### src/rtl/gb_timing_cfg.svh
`ifndef GB_TIMING_CFG_SVH
`define GB_TIMING_CFG_SVH

// Divider shared by the timer, the frame sequencer and the DIV register
`define GB_DIV_WIDTH 16

// 512 Hz tap at a 4,194,304 Hz master clock
`define GB_FS_TAP 12

// Divider bits for TAC clock selects 0 to 3
`define GB_TAC_TAP0 9
`define GB_TAC_TAP1 3
`define GB_TAC_TAP2 5
`define GB_TAC_TAP3 7

// Low address bytes of the FF04 to FF07 register block
`define GB_ADDR_DIV  8'h04
`define GB_ADDR_TIMA 8'h05
`define GB_ADDR_TMA  8'h06
`define GB_ADDR_TAC  8'h07

`endif

### src/rtl/gb_timing_pkg.sv
`include "gb_timing_cfg.svh"

package gb_timing_pkg;

	typedef logic [7:0] byte_t;

	// Low byte of an FFxx I/O address
	typedef logic [7:0] io_addr_t;

	typedef logic [`GB_DIV_WIDTH-1:0] div_t;

	typedef logic [2:0] fs_step_t;

	// CPU request, held steady by the CPU until it transfers on m_tick
	typedef struct packed {
		io_addr_t addr;
		logic     we;
		byte_t    wdata;
	} bus_req_t;

	// Write strobes fan out to the divider and the timer with one data byte
	typedef struct packed {
		logic  div_wr;
		logic  tima_wr;
		logic  tma_wr;
		logic  tac_wr;
		byte_t data;
	} reg_wr_t;

	typedef struct packed {
		byte_t      tima;
		byte_t      tma;
		logic [2:0] tac;
	} timer_regs_t;

	// Tick pulses are one cycle wide and come with the step they decode from
	typedef struct packed {
		logic     length_tick;
		logic     sweep_tick;
		logic     envelope_tick;
		fs_step_t step;
	} apu_ticks_t;

endpackage

### src/rtl/div_counter.sv
`timescale 1ns/10ps
`default_nettype none

module div_counter (
	input  logic                   clkin_a,
	input  logic                   rst,
	input  gb_timing_pkg::reg_wr_t reg_wr,
	output gb_timing_pkg::div_t    div,
	output logic                   m_tick,
	output logic                   phi_out
);

	gb_timing_pkg::div_t div_q;

	// Any write to DIV clears the whole divider, not just the visible byte
	always_ff @(posedge clkin_a) begin
		if (rst || reg_wr.div_wr) begin
			div_q <= '0;
		end else begin
			div_q <= div_q + 1'b1;
		end
	end

	assign div = div_q;

	// Last T-cycle of each machine cycle, where the CPU side may transfer
	assign m_tick = div_q[1] & div_q[0];

	// CPU phase clock at 1 MHz
	assign phi_out = div_q[1];

endmodule

`default_nettype wire

### src/rtl/tima_timer.sv
`timescale 1ns/10ps
`default_nettype none

`include "gb_timing_cfg.svh"

module tima_timer (
	input  logic                       clkin_a,
	input  logic                       rst,
	input  gb_timing_pkg::reg_wr_t     reg_wr,
	input  gb_timing_pkg::div_t        div,
	output gb_timing_pkg::timer_regs_t timer_regs,
	output logic                       timer_irq
);

	gb_timing_pkg::byte_t tima;
	gb_timing_pkg::byte_t tma;
	logic [2:0]           tac;
	logic                 tap_sel;
	logic                 timer_in;
	logic                 timer_in_q;
	logic                 tima_inc;

	always_comb begin
		case (tac[1:0])
			2'd0:    tap_sel = div[`GB_TAC_TAP0];
			2'd1:    tap_sel = div[`GB_TAC_TAP1];
			2'd2:    tap_sel = div[`GB_TAC_TAP2];
			default: tap_sel = div[`GB_TAC_TAP3];
		endcase
	end

	// The enable is ANDed in before edge detection, so clearing TAC bit 2
	// while the tap is high also counts once, as on the real chip
	assign timer_in = tac[2] & tap_sel;
	assign tima_inc = timer_in_q & ~timer_in;

	always_ff @(posedge clkin_a) begin
		if (rst) begin
			timer_in_q <= 1'b0;
		end else begin
			timer_in_q <= timer_in;
		end
	end

	always_ff @(posedge clkin_a) begin
		if (rst) begin
			tima      <= '0;
			timer_irq <= 1'b0;
		end else begin
			timer_irq <= 1'b0;
			if (reg_wr.tima_wr) begin
				tima <= reg_wr.data;
			end else if (tima_inc) begin
				if (tima == 8'hff) begin
					// Reload happens at the overflow edge itself
					tima      <= tma;
					timer_irq <= 1'b1;
				end else begin
					tima <= tima + 1'b1;
				end
			end
		end
	end

	always_ff @(posedge clkin_a) begin
		if (rst) begin
			tma <= '0;
			tac <= '0;
		end else begin
			if (reg_wr.tma_wr) begin
				tma <= reg_wr.data;
			end
			if (reg_wr.tac_wr) begin
				tac <= reg_wr.data[2:0];
			end
		end
	end

	assign timer_regs.tima = tima;
	assign timer_regs.tma  = tma;
	assign timer_regs.tac  = tac;

endmodule

`default_nettype wire

### src/rtl/frame_sequencer.sv
`timescale 1ns/10ps
`default_nettype none

`include "gb_timing_cfg.svh"

module frame_sequencer (
	input  logic                      clkin_a,
	input  logic                      rst,
	input  logic                      apu_enable,
	input  gb_timing_pkg::div_t       div,
	output gb_timing_pkg::apu_ticks_t apu_ticks
);

	gb_timing_pkg::fs_step_t step;
	gb_timing_pkg::fs_step_t next_step;
	logic                    fs_tap_q;
	logic                    fs_fall;
	logic                    length_tick;
	logic                    sweep_tick;
	logic                    envelope_tick;

	assign fs_fall   = fs_tap_q & ~div[`GB_FS_TAP];
	assign next_step = step + 1'b1;

	always_ff @(posedge clkin_a) begin
		if (rst) begin
			fs_tap_q <= 1'b0;
		end else begin
			fs_tap_q <= div[`GB_FS_TAP];
		end
	end

	// Step and ticks update together so a tick always matches the new step
	always_ff @(posedge clkin_a) begin
		if (rst) begin
			step          <= '0;
			length_tick   <= 1'b0;
			sweep_tick    <= 1'b0;
			envelope_tick <= 1'b0;
		end else begin
			length_tick   <= 1'b0;
			sweep_tick    <= 1'b0;
			envelope_tick <= 1'b0;
			if (!apu_enable) begin
				step <= '0;
			end else if (fs_fall) begin
				step          <= next_step;
				length_tick   <= ~next_step[0];
				sweep_tick    <= (next_step[1:0] == 2'b10);
				envelope_tick <= (next_step == 3'd7);
			end
		end
	end

	assign apu_ticks.length_tick   = length_tick;
	assign apu_ticks.sweep_tick    = sweep_tick;
	assign apu_ticks.envelope_tick = envelope_tick;
	assign apu_ticks.step          = step;

endmodule

`default_nettype wire

### src/rtl/timing_regs.sv
`timescale 1ns/10ps
`default_nettype none

`include "gb_timing_cfg.svh"

module timing_regs (
	input  logic                       clkin_a,
	input  logic                       rst,
	input  logic                       bus_valid,
	input  gb_timing_pkg::bus_req_t    bus_req,
	output logic                       bus_ready,
	output logic                       rsp_valid,
	output gb_timing_pkg::byte_t       rsp_data,
	input  logic                       m_tick,
	input  gb_timing_pkg::div_t        div,
	input  gb_timing_pkg::timer_regs_t timer_regs,
	output gb_timing_pkg::reg_wr_t     reg_wr
);

	logic                 xfer;
	logic                 wr_xfer;
	logic                 rd_xfer;
	gb_timing_pkg::byte_t rd_data;

	// Accesses only land on the machine-cycle boundary
	assign bus_ready = m_tick;
	assign xfer      = bus_valid & m_tick;
	assign wr_xfer   = xfer & bus_req.we;
	assign rd_xfer   = xfer & ~bus_req.we;

	assign reg_wr.div_wr  = wr_xfer & (bus_req.addr == `GB_ADDR_DIV);
	assign reg_wr.tima_wr = wr_xfer & (bus_req.addr == `GB_ADDR_TIMA);
	assign reg_wr.tma_wr  = wr_xfer & (bus_req.addr == `GB_ADDR_TMA);
	assign reg_wr.tac_wr  = wr_xfer & (bus_req.addr == `GB_ADDR_TAC);
	assign reg_wr.data    = bus_req.wdata;

	always_comb begin
		case (bus_req.addr)
			`GB_ADDR_DIV:  rd_data = div[`GB_DIV_WIDTH-1 -: 8];
			`GB_ADDR_TIMA: rd_data = timer_regs.tima;
			`GB_ADDR_TMA:  rd_data = timer_regs.tma;
			// Unused TAC bits float high on the data bus
			`GB_ADDR_TAC:  rd_data = {5'b11111, timer_regs.tac};
			default:       rd_data = 8'hff;
		endcase
	end

	always_ff @(posedge clkin_a) begin
		if (rst) begin
			rsp_valid <= 1'b0;
		end else begin
			rsp_valid <= rd_xfer;
		end
	end

	always_ff @(posedge clkin_a) begin
		if (rd_xfer) begin
			rsp_data <= rd_data;
		end
	end

endmodule

`default_nettype wire

### src/rtl/gb_timing_top.sv
`timescale 1ns/10ps
`default_nettype none

module gb_timing_top (
	input  logic                      clkin_a,
	input  logic                      rst,
	input  logic                      apu_enable,
	input  logic                      bus_valid,
	input  gb_timing_pkg::bus_req_t   bus_req,
	output logic                      bus_ready,
	output logic                      rsp_valid,
	output gb_timing_pkg::byte_t      rsp_data,
	output logic                      phi_out,
	output logic                      timer_irq,
	output gb_timing_pkg::apu_ticks_t apu_ticks
);

	gb_timing_pkg::div_t        div;
	gb_timing_pkg::reg_wr_t     reg_wr;
	gb_timing_pkg::timer_regs_t timer_regs;
	logic                       m_tick;

	div_counter u_div (
		.clkin_a (clkin_a),
		.rst     (rst),
		.reg_wr  (reg_wr),
		.div     (div),
		.m_tick  (m_tick),
		.phi_out (phi_out)
	);

	tima_timer u_timer (
		.clkin_a    (clkin_a),
		.rst        (rst),
		.reg_wr     (reg_wr),
		.div        (div),
		.timer_regs (timer_regs),
		.timer_irq  (timer_irq)
	);

	frame_sequencer u_fs (
		.clkin_a    (clkin_a),
		.rst        (rst),
		.apu_enable (apu_enable),
		.div        (div),
		.apu_ticks  (apu_ticks)
	);

	timing_regs u_regs (
		.clkin_a    (clkin_a),
		.rst        (rst),
		.bus_valid  (bus_valid),
		.bus_req    (bus_req),
		.bus_ready  (bus_ready),
		.rsp_valid  (rsp_valid),
		.rsp_data   (rsp_data),
		.m_tick     (m_tick),
		.div        (div),
		.timer_regs (timer_regs),
		.reg_wr     (reg_wr)
	);

endmodule

`default_nettype wire

### config.mk
export PLATFORM = sky130hd
export DESIGN_NAME = gb_timing_top
export DESIGN_NICKNAME = d
export VERILOG_FILES = /design/src/rtl/gb_timing_pkg.sv /design/src/rtl/div_counter.sv /design/src/rtl/tima_timer.sv /design/src/rtl/frame_sequencer.sv /design/src/rtl/timing_regs.sv /design/src/rtl/gb_timing_top.sv
export VERILOG_INCLUDE_DIRS = /design/src /design/src/rtl
export SDC_FILE = /design/constraint.sdc
export NUM_CORES = 1
export LEC_CHECK = 0
export ABC_AREA = 1
export BUFFER_PORTS_ARGS = -buffer_cell sky130_fd_sc_hd__buf_4
export CORE_MARGIN = 4
export CORE_UTILIZATION = 40
export DETAILED_ROUTE_END_ITERATION = 10
export PLACE_DENSITY = 0.62
export SKIP_CTS_REPAIR_TIMING = 1
export SYNTH_ARGS = -nofsm -noshare
export SYNTH_HDL_FRONTEND = slang
export SYNTH_SLANG_ARGS = --single-unit
### constraint.sdc
create_clock -name clkin_a -period 2.4 [get_ports clkin_a]
set_input_delay 0.24 -clock clkin_a [delete_from_list [all_inputs] [get_ports clkin_a]]
set_output_delay 0.24 -clock clkin_a [all_outputs]
set_load 0.1 [all_outputs]
==> flow_summary_export.csv <==
group,metric,value,unit
floorplanning,pin_count,39,
routing,drc_errors,0,
timing,timing.final.hold_violations,0,
clocking,cts_buffer_depth,2,
final_layout,multi_input_area,1376,µm²
logic_synthesis,ys_ff_latch,53,
power_and_ir_drop,total_power,1.521,mW
floorplanning,initial_core_util,41.00,%
clocking,cts-htree-levels,2,
clocking,clock-root-buffer,"clkbuf_8",
status,outcome,"finished clean",
logic_synthesis,synth.cell_area,2770,µm²
routing,drt-initial-drc-count,172,
setup_path,crit_fanout,19,
floorplanning,dieArea,8321,µm²
timing,setup_viol,0,
logic_synthesis,yosys_warnings,0,
worst_hold_path,holdCritPathClass,"input pin to flop",
placement,dp_cells,471,
logic_synthesis,syn_inst,362,
floorplanning,die_x,91.22,µm
floorplanning,die_y,91.22,µm
routing,routed_wirelength,6173,µm
placement,hpwl,4843,µm
global_route,grt_first_pass_wirelength,10600,µm
clocking,clkSinkCount,53,
placement,port_buffers,38,
logic_synthesis,avgSynthCellArea,7.652,µm²
routing,vias,2441,
setup_path,arrival,1.89,ns
timing,finalHoldWorstSlack,0.1069,ns
setup_path,cp.required,2.60,ns
final_layout,post-route-cell-area,3171,µm²
routing,vias_per_cell,5.096,
placement,dpl-instance-area,3088,µm²
final_layout,final_util,46.93,%
final_layout,layout_commonest_cell,"nand2_1",
flow_run,max-cap-violations,0,
timing,max_freq,594.5,MHz
logic_synthesis,yosys.cell_types.count,38,
global_route,grt_pass1_vias,2310,
setup_path,endpoint_kind,"flop",
global_route,grt_antenna_before_repair,0,
routing,firstDrtPassIters,4,
placement,gp_congestion,0.8700,
logic_synthesis,ys_seq_area_share,41.19,%
final_layout,regArea,1142,µm²
global_route,overflow,0,
setup_path,path_cells,"ha_2 -> nand2_2 -> nor2_4 -> nand3_4 -> or2_0 -> nand3_1 -> a21oi_1",
global_route,grt_max_degree,20,
timing,slew_violations,0,
setup_path,worst_path_max_delay_cell,"dfxtp_1",
floorplanning,core,6756,µm²
timing,tns,0,ns
routing,postRouteAntennaNets,0,
global_route,track_usage,15.48,%
logic_synthesis,syn_nets,388,
setup_path,crit_buf_inv,0,
setup_path,path_delay_family,"simple AND/OR/NAND/NOR gates",
clocking,cts_tree,"yes",
final_layout,antenna_cells,0,
clocking,clock_latency,0.31,ns
clocking,numCtsBuffers,5,
timing,setup_ws,0.7180,ns
setup_path,rrSetupSlack,0.72,ns
final_layout,drive_gt1_share,19.05,%
final_layout,final_cell_mix,"71 x nand2_1, 45 x inv_1, 44 x dfxtp_1",
timing,fin_crit,1.682,ns
power_and_ir_drop,power.density,479.9,nW/µm²
routing,wl_per_cell,12.89,µm
power_and_ir_drop,leakage,1.257,nW
power_and_ir_drop,irDropWorstVdd,0.3178,mV
setup_path,cp-start-kind,"flop",
clocking,path_clk_slew,0.09,ns
timing,finalCritPeriodShare,70.08,%
timing,max-slew-margin-rel,49.64,%
timing,skew,0.003603,ns
floorplanning,rows,30,
final_layout,fillCellCount,698,
final_layout,syn2layout_area_growth,14.45,%
timing,worst_pin_slew,0.7526,ns
setup_path,critPathKind,"flop to flop",
final_layout,nets,424,
final_layout,layout.cells.non_filler,479,
setup_path,cp_slowest_stage_delay,0.37,ns
placement,dp_slack,0.7190,ns
timing,rsz0062_at_grt,"no",
[path summary, 6_finish.rpt]
check               start               end  cells after the start
min reg2reg  u_div.div[0]      u_div.div[0]                      1
max reg2reg  u_div.div[0]   u_timer.tima[3]                      7
min            bus_req[8]  u_regs.rsp_valid                      2
max          u_div.div[0]   u_timer.tima[3]                      7
[routing by layer]
metal	vias to the layer above	part of all wire (%)	global-route usage, %
met5	-	0	0
met3	8	6.4	4.143
met4	0	1.0	3.769
met1	1093	49	21.51
li1	1271	-	-
met2	69	44	23.91
[state kept, by name, indices dropped and copies added (netlist names), 3 cells and up]
| name | cells |
|---|---|
| u_div.div | 16 |
| u_timer.tima | 8 |
| u_fs.step | 3 |
| u_timer.tac | 3 |
| u_timer.tma | 8 |
| u_regs.rsp_data | 8 |
[synth_stat cells]
cell	count	area, µm²
o21ai_1	5	25.02
nor3_4	1	16.27
inv_1	45	168.9
o21bai_1	1	7.510
nor3_1	9	45.04
and2_4	1	8.760
nor2_4	4	45.04
nor2_2	2	12.51
a21oi_2	1	8.760
or2_2	2	12.51
nand3_1	38	190.2
o21ai_4	1	16.27
nor3b_1	3	22.52
nand2_2	6	37.54
buf_1	1	3.750
nand4_4	1	21.27
buf_6	3	33.78
buf_4	4	30.03
o2111ai_1	3	26.28
o22ai_1	2	12.51
o211ai_1	2	15.01
o21ai_0	18	90.09
xor2_1	3	26.28
clkbuf_1	1	3.750
dfxtp_1	45	900.9
ha_1	5	62.56
edfxtp_1	8	240.2
nand2_1	71	266.5
inv_2	4	15.01
or2_0	5	31.28
nand3_2	1	10.01
nand2_4	3	33.78
nor2_1	20	75.07
nand4_1	4	25.02
nand3_4	1	17.52
nor2_8	1	20.02
a21oi_1	35	175.2
xnor2_1	2	17.52
[cell families after synthesis]
group,Yosys count,share of synthesized area [%]
AND/OR/NAND/NOR,173,32.16
AO/OA/AOI/OAI,68,13.60
buffers and inverters,58,9.214
flip-flops,53,41.19
XOR/XNOR,5,1.581
adder cells (fa/ha/maj),5,2.258
[final cells by class]
class | count | share of cell area, %
Clock buffer | 6 | 2.289
Clock inverter | 2 | 0.3157
Inverter | 49 | 5.801
Multi-Input combinational cell | 251 | 43.41
Sequential cell | 53 | 36.03
Tap cell | 80 | 3.157
Timing Repair Buffer | 38 | 8.998
[power by group]
group	total, mW	internal (mW)	leakage [nW]	switching, mW
registers	0.909	0.905	0.449	0.00392
logic	0.119	0.0384	0.763	0.0808
clock network	0.494	0.203	0.0450	0.291
Power figures use the tool's default switching activity.
